### config.mk
export PLATFORM = sky130hd
export DESIGN_NAME = pci_bridge_top
export DESIGN_NICKNAME = d
export VERILOG_FILES = /design/src/design/pci_bridge_pkg.sv /design/src/design/pci_target.sv /design/src/design/pci_config_space.sv /design/src/design/wb_master.sv /design/src/design/pci_bridge_top.sv
export VERILOG_INCLUDE_DIRS = /design/src /design/src/include
export SDC_FILE = /design/constraint.sdc
export NUM_CORES = 1
export LEC_CHECK = 0
export ABC_AREA = 1
export BUFFER_PORTS_ARGS = -buffer_cell sky130_fd_sc_hd__clkbuf_2
export CAP_MARGIN = 20
export CORE_MARGIN = 3
export CORE_UTILIZATION = 51
export DETAILED_ROUTE_END_ITERATION = 7
export MAX_ROUTING_LAYER = met4
export PLACE_DENSITY = 0.86
export SLEW_MARGIN = 10
export SYNTH_ARGS = -nofsm -noshare
export SYNTH_HDL_FRONTEND = slang
export SYNTH_SLANG_ARGS = --single-unit
### constraint.sdc
create_clock -name clk -period 4.23 [get_ports clk]
set_input_delay 0.6345 -clock clk [delete_from_list [all_inputs] [get_ports clk]]
set_output_delay 0.6345 -clock clk [all_outputs]
set_load 0.02 [all_outputs]
### src/include/pci_bridge_params.svh
/* pci bridge constants */

`ifndef PCI_BRIDGE_PARAMS_SVH
`define PCI_BRIDGE_PARAMS_SVH

// identification words of the configuration header
`define PCI_VENDOR_ID          16'h10ee
`define PCI_DEVICE_ID          16'h9500
// other bridge
`define PCI_CLASS_CODE         24'h068000
`define PCI_REVISION           8'h01
`define PCI_SUBSYS_ID          16'h0001
`define PCI_SUBSYS_VENDOR_ID   16'hbebe

// dword indices into configuration space
`define CFG_IDX_ID             6'd0
`define CFG_IDX_CMD            6'd1
`define CFG_IDX_CLASS          6'd2
`define CFG_IDX_BAR0           6'd4
`define CFG_IDX_SUBSYS         6'd11
`define CFG_IDX_INTR           6'd15
// relocation register at 50h, failed address at 5ch
`define CFG_IDX_WB_BASE        6'd20
`define CFG_IDX_FAILED         6'd23

// strobe cycles without ack before the access is dropped
`define WB_TIMEOUT_CYCLES      16
`define WB_TIMEOUT_DATA        32'hffff_ffff

`endif

### src/design/pci_bridge_pkg.sv
/* pci bridge types */

package pci_bridge_pkg;

   // pci bus commands as seen on c/be# in the address phase
   typedef enum logic [3:0] {
      cmd_mem_read  = 4'b0110,
      cmd_mem_write = 4'b0111,
      cmd_cfg_read  = 4'b1010,
      cmd_cfg_write = 4'b1011
   } pci_cmd_e;

   // pci target FSM
   typedef enum logic [2:0] {
      st_idle,
      st_busy,
      st_cfg_read,
      st_cfg_write,
      st_mem_read,
      st_mem_write,
      st_turnaround
   } target_state_e;

   // wishbone master FSM
   typedef enum logic [1:0] {
      wb_idle,
      wb_request,
      wb_access,
      wb_finish
   } wb_state_e;

endpackage

### src/design/pci_target.sv
/* pci target interface */

module pci_target (
   input  logic        clk,
   input  logic        wb_reset_i,
   input  logic        frame_n_i,
   input  logic        irdy_n_i,
   input  logic [3:0]  cbe_n_i,
   input  logic [31:0] ad_i,
   input  logic        addr_hit_i,
   input  logic        cfg_hit_i,
   input  logic [31:0] cfg_rdata_i,
   input  logic [9:0]  wb_base_i,
   input  logic        req_ready_i,
   input  logic        rsp_valid_i,
   input  logic [31:0] rsp_data_i,
   output logic [31:0] ad_o,
   output logic        ad_oe_o,
   output logic        trdy_n_o,
   output logic        devsel_n_o,
   output logic        ctrl_oe_o,
   output logic        par_o,
   output logic        par_oe_o,
   output logic        cfg_we_o,
   output logic [5:0]  cfg_idx_o,
   output logic [31:0] cfg_wdata_o,
   output logic        req_valid_o,
   output logic        req_write_o,
   output logic [29:0] req_addr_o,
   output logic [31:0] req_data_o,
   output logic [3:0]  req_sel_o
);

   pci_bridge_pkg::target_state_e state;
   logic [5:0] idx_q;
   logic       data_done;
   logic       read_state;

   // data phase completes when both ready strobes are low
   assign data_done  = !trdy_n_o && !irdy_n_i;
   assign read_state = (state == pci_bridge_pkg::st_cfg_read) ||
                       (state == pci_bridge_pkg::st_mem_read);

   // config writes go straight through on the completing edge
   assign cfg_idx_o   = idx_q;
   assign cfg_wdata_o = ad_i;
   assign cfg_we_o    = (state == pci_bridge_pkg::st_cfg_write) && data_done;

   always_ff @(posedge clk) begin
      if (wb_reset_i) begin
         state       <= pci_bridge_pkg::st_idle;
         devsel_n_o  <= 1'b1;
         trdy_n_o    <= 1'b1;
         ctrl_oe_o   <= 1'b0;
         ad_oe_o     <= 1'b0;
         par_oe_o    <= 1'b0;
         req_valid_o <= 1'b0;
      end else begin
         // parity drive lasts a single cycle
         par_oe_o <= 1'b0;
         case (state)
            pci_bridge_pkg::st_idle: begin
               if (!frame_n_i) begin
                  idx_q <= ad_i[7:2];
                  // dword address, upper relocation bits fall outside 30 bits
                  req_addr_o <= {wb_base_i[7:0], ad_i[23:2]};
                  if (cfg_hit_i || addr_hit_i) begin
                     devsel_n_o <= 1'b0;
                     ctrl_oe_o  <= 1'b1;
                     case (pci_bridge_pkg::pci_cmd_e'(cbe_n_i))
                        pci_bridge_pkg::cmd_cfg_read:  state <= pci_bridge_pkg::st_cfg_read;
                        pci_bridge_pkg::cmd_cfg_write: state <= pci_bridge_pkg::st_cfg_write;
                        pci_bridge_pkg::cmd_mem_read: begin
                           // reads ask the master at once, whole dword
                           state       <= pci_bridge_pkg::st_mem_read;
                           req_valid_o <= 1'b1;
                           req_write_o <= 1'b0;
                           req_sel_o   <= 4'hf;
                        end
                        pci_bridge_pkg::cmd_mem_write: begin
                           state       <= pci_bridge_pkg::st_mem_write;
                           req_write_o <= 1'b1;
                        end
                        default: state <= pci_bridge_pkg::st_busy;
                     endcase
                  end else begin
                     state <= pci_bridge_pkg::st_busy;
                  end
               end
            end
            pci_bridge_pkg::st_busy: begin
               // someone else's cycle, wait for frame to rise
               if (frame_n_i) begin
                  state <= pci_bridge_pkg::st_idle;
               end
            end
            pci_bridge_pkg::st_cfg_read: begin
               if (trdy_n_o) begin
                  ad_o     <= cfg_rdata_i;
                  ad_oe_o  <= 1'b1;
                  trdy_n_o <= 1'b0;
               end
            end
            pci_bridge_pkg::st_cfg_write: begin
               trdy_n_o <= 1'b0;
            end
            pci_bridge_pkg::st_mem_read: begin
               if (req_valid_o && req_ready_i) begin
                  req_valid_o <= 1'b0;
               end
               // wait states until the wishbone read returns
               if (rsp_valid_i && !req_valid_o && trdy_n_o) begin
                  ad_o     <= rsp_data_i;
                  ad_oe_o  <= 1'b1;
                  trdy_n_o <= 1'b0;
               end
            end
            pci_bridge_pkg::st_mem_write: begin
               if (req_valid_o && req_ready_i) begin
                  // master has the data, release the initiator
                  req_valid_o <= 1'b0;
                  trdy_n_o    <= 1'b0;
               end else if (!req_valid_o && trdy_n_o && !irdy_n_i) begin
                  req_data_o  <= ad_i;
                  req_sel_o   <= ~cbe_n_i;
                  req_valid_o <= 1'b1;
               end
            end
            pci_bridge_pkg::st_turnaround: begin
               ctrl_oe_o <= 1'b0;
               state     <= pci_bridge_pkg::st_idle;
            end
            default: state <= pci_bridge_pkg::st_idle;
         endcase
         // end of the data phase, drive strobes high for turnaround
         if (data_done) begin
            state      <= pci_bridge_pkg::st_turnaround;
            trdy_n_o   <= 1'b1;
            devsel_n_o <= 1'b1;
            ad_oe_o    <= 1'b0;
            if (read_state) begin
               // even parity over ad and c/be#, one clock late
               par_o    <= ^{ad_o, cbe_n_i};
               par_oe_o <= 1'b1;
            end
         end
      end
   end

endmodule

### src/design/pci_config_space.sv
/* pci configuration registers */

`include "pci_bridge_params.svh"

module pci_config_space (
   input  logic        clk,
   input  logic        wb_reset_i,
   input  logic        idsel_i,
   input  logic [3:0]  cbe_n_i,
   input  logic [31:0] ad_i,
   input  logic        cfg_we_i,
   input  logic [5:0]  cfg_idx_i,
   input  logic [31:0] cfg_wdata_i,
   input  logic        fail_valid_i,
   input  logic [29:0] fail_addr_i,
   input  logic        wb_irq_i,
   output logic [31:0] cfg_rdata_o,
   output logic        addr_hit_o,
   output logic        cfg_hit_o,
   output logic [9:0]  wb_base_o,
   output logic        inta_n_o
);

   logic [7:0]  bar_q;
   logic        mem_en_q;
   logic        int_dis_q;
   logic [7:0]  int_line_q;
   logic [29:0] failed_addr_q;

   // type 0 config access, dword aligned
   assign cfg_hit_o = idsel_i && (ad_i[1:0] == 2'b00) &&
                      ((cbe_n_i == pci_bridge_pkg::cmd_cfg_read) ||
                       (cbe_n_i == pci_bridge_pkg::cmd_cfg_write));
   // 16 MB window selected by the top address byte
   assign addr_hit_o = mem_en_q && (ad_i[31:24] == bar_q) &&
                       ((cbe_n_i == pci_bridge_pkg::cmd_mem_read) ||
                        (cbe_n_i == pci_bridge_pkg::cmd_mem_write));

   assign inta_n_o = !(wb_irq_i && !int_dis_q);

   always_ff @(posedge clk) begin
      if (wb_reset_i) begin
         bar_q         <= '0;
         mem_en_q      <= 1'b0;
         int_dis_q     <= 1'b0;
         int_line_q    <= '0;
         wb_base_o     <= '0;
         failed_addr_q <= '0;
      end else begin
         if (cfg_we_i) begin
            case (cfg_idx_i)
               `CFG_IDX_CMD: begin
                  mem_en_q  <= cfg_wdata_i[1];
                  int_dis_q <= cfg_wdata_i[10];
               end
               `CFG_IDX_BAR0:    bar_q      <= cfg_wdata_i[31:24];
               `CFG_IDX_INTR:    int_line_q <= cfg_wdata_i[7:0];
               `CFG_IDX_WB_BASE: wb_base_o  <= cfg_wdata_i[31:22];
               default: ;
            endcase
         end
         // wishbone timeout capture
         if (fail_valid_i) begin
            failed_addr_q <= fail_addr_i;
         end
      end
   end

   always_comb begin
      case (cfg_idx_i)
         `CFG_IDX_ID:      cfg_rdata_o = {`PCI_DEVICE_ID, `PCI_VENDOR_ID};
         // status bit 19 mirrors the wishbone interrupt
         `CFG_IDX_CMD:     cfg_rdata_o = {12'b0, wb_irq_i, 8'b0, int_dis_q, 8'b0, mem_en_q, 1'b0};
         `CFG_IDX_CLASS:   cfg_rdata_o = {`PCI_CLASS_CODE, `PCI_REVISION};
         `CFG_IDX_BAR0:    cfg_rdata_o = {bar_q, 24'b0};
         `CFG_IDX_SUBSYS:  cfg_rdata_o = {`PCI_SUBSYS_ID, `PCI_SUBSYS_VENDOR_ID};
         // pin reads as inta
         `CFG_IDX_INTR:    cfg_rdata_o = {16'b0, 8'h01, int_line_q};
         `CFG_IDX_WB_BASE: cfg_rdata_o = {wb_base_o, 22'b0};
         `CFG_IDX_FAILED:  cfg_rdata_o = {failed_addr_q, 2'b00};
         default:          cfg_rdata_o = '0;
      endcase
   end

endmodule

### src/design/wb_master.sv
/* wishbone single cycle master */

`include "pci_bridge_params.svh"

module wb_master (
   input  logic        clk,
   input  logic        wb_reset_i,
   input  logic        req_valid_i,
   input  logic        req_write_i,
   input  logic [29:0] req_addr_i,
   input  logic [31:0] req_data_i,
   input  logic [3:0]  req_sel_i,
   input  logic [31:0] wb_dat_i,
   input  logic        wb_ack_i,
   input  logic        wb_gnt_i,
   output logic        req_ready_o,
   output logic        rsp_valid_o,
   output logic [31:0] rsp_data_o,
   output logic        fail_valid_o,
   output logic [29:0] fail_addr_o,
   output logic [31:0] wb_adr_o,
   output logic [31:0] wb_dat_o,
   output logic [3:0]  wb_sel_o,
   output logic        wb_cyc_o,
   output logic        wb_stb_o,
   output logic        wb_we_o,
   output logic        wb_req_o
);

   localparam int TO_W = $clog2(`WB_TIMEOUT_CYCLES);

   pci_bridge_pkg::wb_state_e state;
   logic [29:0]     adr_q;
   logic            we_q;
   logic [TO_W-1:0] to_cnt;

   // accept a new request only with nothing in flight
   assign req_ready_o = (state == pci_bridge_pkg::wb_idle);
   // dword address, zero extended
   assign wb_adr_o    = {2'b00, adr_q};
   assign fail_addr_o = adr_q;

   always_ff @(posedge clk) begin
      if (wb_reset_i) begin
         state        <= pci_bridge_pkg::wb_idle;
         wb_req_o     <= 1'b0;
         wb_cyc_o     <= 1'b0;
         wb_stb_o     <= 1'b0;
         wb_we_o      <= 1'b0;
         rsp_valid_o  <= 1'b0;
         fail_valid_o <= 1'b0;
         to_cnt       <= '0;
      end else begin
         case (state)
            pci_bridge_pkg::wb_idle: begin
               if (req_valid_i) begin
                  adr_q    <= req_addr_i;
                  we_q     <= req_write_i;
                  wb_dat_o <= req_data_i;
                  wb_sel_o <= req_sel_i;
                  wb_req_o <= 1'b1;
                  state    <= pci_bridge_pkg::wb_request;
               end
            end
            pci_bridge_pkg::wb_request: begin
               // hold the request until the arbiter grants
               if (wb_gnt_i) begin
                  wb_cyc_o <= 1'b1;
                  wb_stb_o <= 1'b1;
                  wb_we_o  <= we_q;
                  to_cnt   <= '0;
                  state    <= pci_bridge_pkg::wb_access;
               end
            end
            pci_bridge_pkg::wb_access: begin
               to_cnt <= to_cnt + 1'b1;
               if (wb_ack_i || (to_cnt == TO_W'(`WB_TIMEOUT_CYCLES - 1))) begin
                  wb_cyc_o    <= 1'b0;
                  wb_stb_o    <= 1'b0;
                  wb_we_o     <= 1'b0;
                  wb_req_o    <= 1'b0;
                  rsp_valid_o <= 1'b1;
                  state       <= pci_bridge_pkg::wb_finish;
                  if (wb_ack_i) begin
                     rsp_data_o <= wb_dat_i;
                  end else begin
                     // no ack in time, return all ones and log the address
                     rsp_data_o   <= `WB_TIMEOUT_DATA;
                     fail_valid_o <= 1'b1;
                  end
               end
            end
            pci_bridge_pkg::wb_finish: begin
               rsp_valid_o  <= 1'b0;
               fail_valid_o <= 1'b0;
               state        <= pci_bridge_pkg::wb_idle;
            end
            default: state <= pci_bridge_pkg::wb_idle;
         endcase
      end
   end

endmodule

### src/design/pci_bridge_top.sv
/* pci to wishbone bridge */

module pci_bridge_top (
   input  logic        clk,
   input  logic        rst_n_i,
   input  logic        frame_n_i,
   input  logic        irdy_n_i,
   input  logic        idsel_i,
   input  logic [3:0]  cbe_n_i,
   input  logic [31:0] ad_i,
   input  logic [31:0] wb_dat_i,
   input  logic        wb_ack_i,
   input  logic        wb_irq_i,
   input  logic        wb_gnt_i,
   output logic [31:0] ad_o,
   output logic        ad_oe_o,
   output logic        trdy_n_o,
   output logic        devsel_n_o,
   output logic        ctrl_oe_o,
   output logic        par_o,
   output logic        par_oe_o,
   output logic        inta_n_o,
   output logic [31:0] wb_adr_o,
   output logic [31:0] wb_dat_o,
   output logic [3:0]  wb_sel_o,
   output logic        wb_cyc_o,
   output logic        wb_stb_o,
   output logic        wb_we_o,
   output logic        wb_req_o,
   output logic        wb_reset_o
);

   // target to config space
   logic        addr_hit, cfg_hit, cfg_we;
   logic [5:0]  cfg_idx;
   logic [31:0] cfg_rdata, cfg_wdata;
   logic [9:0]  wb_base;
   // target to master request and response
   logic        req_valid, req_ready, req_write;
   logic [29:0] req_addr;
   logic [31:0] req_data;
   logic [3:0]  req_sel;
   logic        rsp_valid;
   logic [31:0] rsp_data;
   // timeout report
   logic        fail_valid;
   logic [29:0] fail_addr;

   // pci reset is active low, registered into the active high reset
   always_ff @(posedge clk) begin
      wb_reset_o <= ~rst_n_i;
   end

   pci_target u_target (
      .clk(clk), .wb_reset_i(wb_reset_o), .frame_n_i(frame_n_i), .irdy_n_i(irdy_n_i),
      .cbe_n_i(cbe_n_i), .ad_i(ad_i), .addr_hit_i(addr_hit), .cfg_hit_i(cfg_hit),
      .cfg_rdata_i(cfg_rdata), .wb_base_i(wb_base), .req_ready_i(req_ready),
      .rsp_valid_i(rsp_valid), .rsp_data_i(rsp_data), .ad_o(ad_o), .ad_oe_o(ad_oe_o),
      .trdy_n_o(trdy_n_o), .devsel_n_o(devsel_n_o), .ctrl_oe_o(ctrl_oe_o),
      .par_o(par_o), .par_oe_o(par_oe_o), .cfg_we_o(cfg_we), .cfg_idx_o(cfg_idx),
      .cfg_wdata_o(cfg_wdata), .req_valid_o(req_valid), .req_write_o(req_write),
      .req_addr_o(req_addr), .req_data_o(req_data), .req_sel_o(req_sel)
   );

   pci_config_space u_cfg (
      .clk(clk), .wb_reset_i(wb_reset_o), .idsel_i(idsel_i), .cbe_n_i(cbe_n_i),
      .ad_i(ad_i), .cfg_we_i(cfg_we), .cfg_idx_i(cfg_idx), .cfg_wdata_i(cfg_wdata),
      .fail_valid_i(fail_valid), .fail_addr_i(fail_addr), .wb_irq_i(wb_irq_i),
      .cfg_rdata_o(cfg_rdata), .addr_hit_o(addr_hit), .cfg_hit_o(cfg_hit),
      .wb_base_o(wb_base), .inta_n_o(inta_n_o)
   );

   wb_master u_master (
      .clk(clk), .wb_reset_i(wb_reset_o), .req_valid_i(req_valid),
      .req_write_i(req_write), .req_addr_i(req_addr), .req_data_i(req_data),
      .req_sel_i(req_sel), .wb_dat_i(wb_dat_i), .wb_ack_i(wb_ack_i), .wb_gnt_i(wb_gnt_i),
      .req_ready_o(req_ready), .rsp_valid_o(rsp_valid), .rsp_data_o(rsp_data),
      .fail_valid_o(fail_valid), .fail_addr_o(fail_addr), .wb_adr_o(wb_adr_o),
      .wb_dat_o(wb_dat_o), .wb_sel_o(wb_sel_o), .wb_cyc_o(wb_cyc_o),
      .wb_stb_o(wb_stb_o), .wb_we_o(wb_we_o), .wb_req_o(wb_req_o)
   );

endmodule

==> flow_metrics.py, run 1 <==
metrics = {
    "pwr": {
        "leakagePower_nw": 5.554,
        "ir_drop_mv": 0.2826,
        "cellPowerDensity_nw_per_um2": 481.3,
    },
    "detailed_routing": {
        "ant_nets": 0,
        "routedWlPerCell_microns": 18.31,
        "viasPerCell": 5.383,
        "drtIter0Drc": 716,
        "firstDrtPassIters": 5,
        "vias": 8015,
        "drc": 0,
        "wirelength_microns": 27270,
    },
    "timing": {
        "whs_ns": 0.2595,
        "setup_viol": 0,
        "hold_violations": 0,
        "fin_setup_tns_ns": 0,
        "finalCritPeriodShare_pct": 55.30,
        "skew_ns": 0.01450,
        "worst_pin_slew_ns": 0.8686,
        "slew_headroom_pct": 42.10,
        "fmax_mhz": 427.5,
        "period_minus_slack_ns": 2.339,
        "worst_slack_ns": 1.891,
        "rsz0062_at_grt": "false",
        "drv_slew": 0,
    },
    "setup_path": {
        "timing.critical_path.buf_inv": 1,
        "r2r-start": "wb_reset_o",
        "reg2reg_depth": 4,
        "crit_slowest_cell": "dfxtp_1",
        "slowest_delay_ns": 0.87,
        "worstPathCellList": "clkbuf_2",
        "crit_path_end_kind": "output port",
        "critical-path-top-delay-family": "flip-flops",
        "crit_fanout": 19,
        "cp.required_ns": 3.60,
        "start_kind": "flop",
        "worst-path-stages": 1,
        "path_class": "reg2out",
        "regToRegSetupSlack_ns": 1.93,
        "cp.arrival_ns": 1.70,
        "r2r_end": "u_target.req_write_o",
    },
    "run": {
        "max-cap-violations": 0,
    },
    "grt": {
        "grt_start_max_net_pins": 63,
        "antenna_found_initial": 2,
        "gr-total-overflow": 0,
        "grt_pass1_vias": 7827,
        "track_usage_pct": 23.35,
        "grt_first_pass_wirelength_microns": 42470,
    },
    "clock_tree": {
        "cts_max_path_buffers": 3,
        "ctsRootBufferMaster": "clkbuf_16",
        "clkTransAtPathRegs_ns": 0.06,
        "cts_sinks": 278,
        "cts_tree": "yes",
        "postCtsHoldBufs": 0,
        "worst_skew_pair.late_latency_ns": 0.53,
        "post-cts-setup-buffer-count": 0,
        "cts_max_level": 1,
        "numCtsBuffers": 28,
        "cts_resized": 0,
    },
    "floorplanning": {
        "core_sq_um": 21220,
        "ios": 188,
        "dieArea_sq_um": 23580,
        "start_util_pct": 52.32,
        "die_h_microns": 153.6,
        "die_x_microns": 153.6,
        "rows": 53,
    },
    "synthesis": {
        "synth_edf_count": 199,
        "avgSynthCellArea_sq_um": 11.15,
        "synth_cells": 996,
        "ys_ff_latch": 278,
        "synth_top_area_share_pct": 53.82,
        "synthDistinctLibCells": 46,
        "synth_area_sq_um": 11100,
        "synth_top_cell_by_area": "edfxtp_1",
        "ys_warn_count": 0,
        "synth_ff_type": "edfxtp_1",
        "async_reset_ff_share_pct": 0,
        "synthTopCellsByArea": "edfxtp_1, dfxtp_1, nand2_1, nor2_1, o21ai_0",
        "seq_area_frac_synth_pct": 68.06,
    },
    "placed_design": {
        "post_dp_cell_area_sq_um": 12280,
        "gp_congestion": 0.9314,
        "io_buffers": 185,
        "hpwlAfterDp_microns": 18870,
        "preCtsSetupSlack_ns": 1.524,
    },
    "outcome": {
        "status": "finished, final reports clean",
    },
    "layout": {
        "final_core_util_pct": 62.68,
        "drive_gt1_share_pct": 25.25,
        "nFillCells": 1635,
        "layout_commonest_cell": "nand2_1",
        "layout_common_cells": "nand2_1, edfxtp_1, clkbuf_2",
        "final_cell_area_sq_um": 13300,
        "area_growth_pct": 19.79,
        "nNetsFinal": 1276,
    },
    "worst_hold_path": {
        "min_to": "wb_reset_o",
        "holdPathStages": 2,
        "min_path_type": "in2reg",
        "min-delay-start": "rst_n_i",
    },
}
[cells by family (layout without fill, tap and decap cells)]
logic type                 count (synthesis)  count (layout)  share of synthesized area [%]
and+or+nand+nor                          419             419                          16.57
DFF                                      278             278                          68.06
buffers and inverters                    103             318                          4.068
adders and majority gates                 10              10                          1.127
AOI/OAI and AO/OA                        155             155                          7.776
xor gates and xnor gates                  30              30                          2.366
other                                      1               4                        0.03377
[power breakdown]
part | internal, mW | switching (mW)
clock | 1.58 | 1.01
combinational | 0.207 | 0.458
sequential | 3.07 | 0.0797
total | 4.86 | 1.54
[cells in the mapped netlist, types with 2 or more instances]
cell type / number
or2_2: 33
a21oi_1: 45
dfxtp_1: 79
buf_4: 5
a211oi_1: 3
nor4_1: 3
nand2_1: 206
o21ai_2: 4
nor2_1: 111
nor2_2: 2
a21o_1: 10
clkbuf_1: 14
nor2_4: 3
a31oi_1: 2
buf_1: 2
edfxtp_1: 199
nand3_1: 35
nor3_4: 2
o31ai_1: 3
a21oi_2: 2
inv_1: 63
xor2_1: 14
nor2_8: 2
nor3_1: 9
nand4_1: 4
o21ai_0: 75
xnor2_1: 16
a22o_1: 2
a22oi_1: 2
buf_2: 7
o21ai_1: 4
and3_1: 2
inv_2: 8
nand2_2: 4
ha_1: 10
[metrics by stage]
step / cells / power, mW
detailed placement: 1434 / 3.844
global placement: 1434 / 3.811
CTS: 1486 / 6.433
global route: 1489 / 6.637
floorplan: 997 / 3.630
finish: 1489 / 6.402
[metal layers]
metal | wire length [microns] | track usage [%] | up-vias
li1 | - | - | 3770
met1 | 11000 | 30.36 | 3773
met2 | 12920 | 36.91 | 393
met3 | 2279 | 4.588 | 79
met4 | 1071 | 8.579 | 0
met5 | 0 | - | -
[flip-flops by register name, indices dropped and copies added, names as in the netlist, 2 cells and up]
| name | count |
|---|---|
| u_cfg.bar_q | 8 |
| u_cfg.failed_addr_q | 30 |
| u_cfg.int_line_q | 8 |
| u_cfg.wb_base_o | 10 |
| u_master.fail_addr_o | 30 |
| u_master.rsp_data_o | 32 |
| u_master.state | 2 |
| u_master.to_cnt | 4 |
| u_master.wb_dat_o | 32 |
| u_master.wb_sel_o | 4 |
| u_target.ad_o | 32 |
| u_target.cfg_idx_o | 5 |
| u_target.req_addr_o | 25 |
| u_target.req_data_o | 32 |
| u_target.req_sel_o | 4 |
| u_target.state | 3 |
[area by class of cell]
cell class,instances,area (sq um),area share [%]
Timing Repair Buffer,194,1013,7.620
Clock inverter,20,227.7,1.712
Sequential cell,278,7557,56.82
Clock buffer,32,757.0,5.691
Tap cell,275,344.1,2.587
Inverter,72,272.8,2.051
Antenna cell,2,5.005,0.03763
Multi-Input combinational cell,616,3123,23.48
[worst max-delay path by stage]
stage / startpoint / slack (ns) / end
5_1_grt: wb_reset_o / 1.73 / u_target.req_write_o
3_3_place_gp: cbe_n_i[3] / 1.63 / u_target.req_sel_o[0]
3_5_place_dp: cbe_n_i[3] / 1.52 / u_target.req_sel_o[2]
4_1_cts: wb_reset_o / 1.88 / wb_reset_o
2_1_floorplan: wb_reset_o / 0.17 / u_master.fail_addr_o[0]
6_report: wb_reset_o / 1.89 / wb_reset_o
Note: power is estimated with default switching activity, not from simulation.
==> run 2, diff against run 1 <==
--- a/config.mk
+++ b/config.mk
@@ -10,10 +10,10 @@
 export BUFFER_PORTS_ARGS = -buffer_cell sky130_fd_sc_hd__clkbuf_2
 export CAP_MARGIN = 20
 export CORE_MARGIN = 3
-export CORE_UTILIZATION = 51
+export CORE_UTILIZATION = 56
 export DETAILED_ROUTE_END_ITERATION = 7
 export MAX_ROUTING_LAYER = met4
-export PLACE_DENSITY = 0.86
+export PLACE_DENSITY = 0.9
 export SLEW_MARGIN = 10
 export SYNTH_ARGS = -nofsm -noshare
 export SYNTH_HDL_FRONTEND = slang
==> constraint.sdc (replaced) <==
create_clock -name clk -period 2.2 [get_ports clk]
set_input_delay 0.33 -clock clk [delete_from_list [all_inputs] [get_ports clk]]
set_output_delay 0.33 -clock clk [all_outputs]
set_load 0.02 [all_outputs]
==> flow_metrics.py, run 2 (synthesized netlist as in run 1, its figures left out) <==
metrics = {
    "detailed_routing": {
        "firstDrtPassIters": 6,
        "drtIter0Drc": 835,
        "wirelength_microns": 27630,
        "routedWlPerCell_microns": 18.54,
        "vias": 8294,
        "drc": 0,
        "ant_nets": 0,
        "viasPerCell": 5.566,
    },
    "setup_path": {
        "crit_slowest_cell": "edfxtp_1",
        "crit_top_cell": "nand2_1",
        "crit_path_end_kind": "flop",
        "cp.arrival_ns": 2.41,
        "crit_fanout": 25,
        "worstPathCellList": "inv_1 -> nand2_2 -> nor3_4 -> nand2_2 -> inv_2 -> nand2_1 -> nand3_1 -> nand2_1 -> nand2_1",
        "start_kind": "flop",
        "cp.required_ns": 2.59,
        "slowest_delay_ns": 0.44,
        "path_class": "reg2reg",
    },
    "grt": {
        "grt_use_met2_pct": 40.56,
        "grt_start_max_net_pins": 63,
        "gr-total-overflow": 0,
        "grt_pass1_vias": 7896,
        "grt_first_pass_wirelength_microns": 42490,
        "antenna_found_initial": 1,
        "grt-busiest-layer": "met2",
        "met1_usage_pct": 33.78,
        "use_met3_pct": 4.411,
        "track_usage_pct": 25.65,
    },
    "floorplanning": {
        "die_x_microns": 146.8,
        "ios": 188,
        "rows": 50,
        "die_h_microns": 146.8,
        "dieArea_sq_um": 21550,
        "start_util_pct": 58.19,
        "core_sq_um": 19080,
    },
    "timing": {
        "hold_violations": 0,
        "fin_setup_tns_ns": 0,
        "period_minus_slack_ns": 2.022,
        "slew_headroom_pct": 52.44,
        "whs_ns": 0.009342,
        "finalCritPeriodShare_pct": 91.90,
        "drv_slew": 0,
        "worst_pin_slew_ns": 0.7126,
        "setup_viol": 0,
        "skew_ns": 0.01553,
        "worst_slack_ns": 0.1783,
        "fmax_mhz": 494.6,
    },
    "outcome": {
        "status": "finished, final reports clean",
    },
    "pwr": {
        "total_power_mw": 11.81,
        "cellPowerDensity_nw_per_um2": 881.9,
        "p_seq_share_pct": 51.2,
        "p_int_mw": 8.890,
        "ir_drop_mv": 0.6128,
        "leakagePower_nw": 5.605,
        "combPwrFrac_pct": 11.3,
        "power.switching_mw": 2.922,
        "swShare_pct": 24.74,
        "pwr-share-clk_pct": 37.5,
    },
    "clock_tree": {
        "cts_sinks": 278,
        "ctsRootBufferMaster": "clkbuf_16",
        "numCtsBuffers": 27,
        "cts_resized": 0,
        "cts_max_level": 1,
        "cts_tree": "yes",
        "worst_skew_pair.late_latency_ns": 0.53,
        "cts_max_path_buffers": 3,
        "clkTransAtPathRegs_ns": 0.07,
    },
    "layout": {
        "drive_gt1_share_pct": 24.92,
        "final_cell_area_sq_um": 13390,
        "layout_common_cells": "nand2_1, edfxtp_1, clkbuf_2",
        "multiInputGateArea_sq_um": 3147,
        "regArea_sq_um": 7557,
        "nFillCells": 1240,
        "nNetsFinal": 1296,
        "area_growth_pct": 20.63,
        "layout_commonest_cell": "nand2_1",
    },
    "placed_design": {
        "post_dp_cell_area_sq_um": 12400,
        "io_buffers": 185,
        "hpwlAfterDp_microns": 18880,
        "preCtsSetupSlack_ns": 0.2104,
        "gp_congestion": 0.9421,
    },
    "run": {
        "max-cap-violations": 0,
    },
    "worst_hold_path": {
        "min_path_type": "in2reg",
    },
}
[run 2: cell count changes in the layout (fill, tap and decap cells not counted), moves of 2 or more]
cell,previous run,this run
buf_12,0,5
buf_4,8,10
bufinv_16,5,2
clkbuf_1,1,8
clkbuf_16,29,27
clkinv_1,6,0
clkinvlp_4,4,0
dlygate4sd3_1,0,15
inv_4,1,3
nor3_2,3,0
nor3_4,2,5
[run 2: through the flow]
stage               instances  util (%)
finish                   1490     70.20
global route             1489     70.18
CTS                      1487     70.12
detailed placement       1426     65.00
global placement         1426     65.00
floorplan                 997         -
[run 2: worst paths after layout]
check / startpoint / to / slack, ns / cells after the start
setup / recovery: u_target.cfg_idx_o[3] / u_target.ad_o[6] / 0.18 / 9
hold / removal: ad_i[14] / u_target.req_addr_o[12] / 0.009 / 1
setup reg to reg: u_target.cfg_idx_o[3] / u_target.ad_o[6] / 0.18 / 9
hold reg to reg: u_target.req_data_o[19] / u_master.wb_dat_o[19] / 0.41 / 0
[run 2: cell type report]
class | count | area share [%]
Antenna cell | 2 | 0.03737
Clock buffer | 37 | 5.474
Clock inverter | 10 | 0.7660
Inverter | 72 | 2.036
Multi-Input combinational cell | 616 | 23.49
Sequential cell | 278 | 56.42
Tap cell | 260 | 2.429
Timing Repair Buffer | 215 | 9.341
[run 2: layer usage]
metal | wire (microns) | vias up
met1 | 11070 | 3964
met2 | 13090 | 458
li1 | - | 3800
met5 | 0 | -
met4 | 1056 | 0
met3 | 2412 | 72
[run 2: timing repair]
item | CTS | global route
hold endpoints to repair | 24 | 1
hold buffers | 14 | 1
buffers inserted | 0 | 0
[run 2: power by group through the flow]
stage	sequential, mW	combinational, mW	clock, mW
after floorplan	6.21	0.775	0
after global placement	6.14	1.23	0
after detailed placement	6.15	1.28	0
after CTS	6.04	1.31	4.46
after global routing	6.07	1.47	4.67
final	6.05	1.33	4.43
[run 2: critical path: cells and delay by family, from the launching register on]
| family | cells | cell delay [ns] |
|---|---|---|
| and+or+nand+nor | 7 | 0.95 |
| buffers and inverters | 2 | 0.50 |
| DFF | 1 | 0.44 |
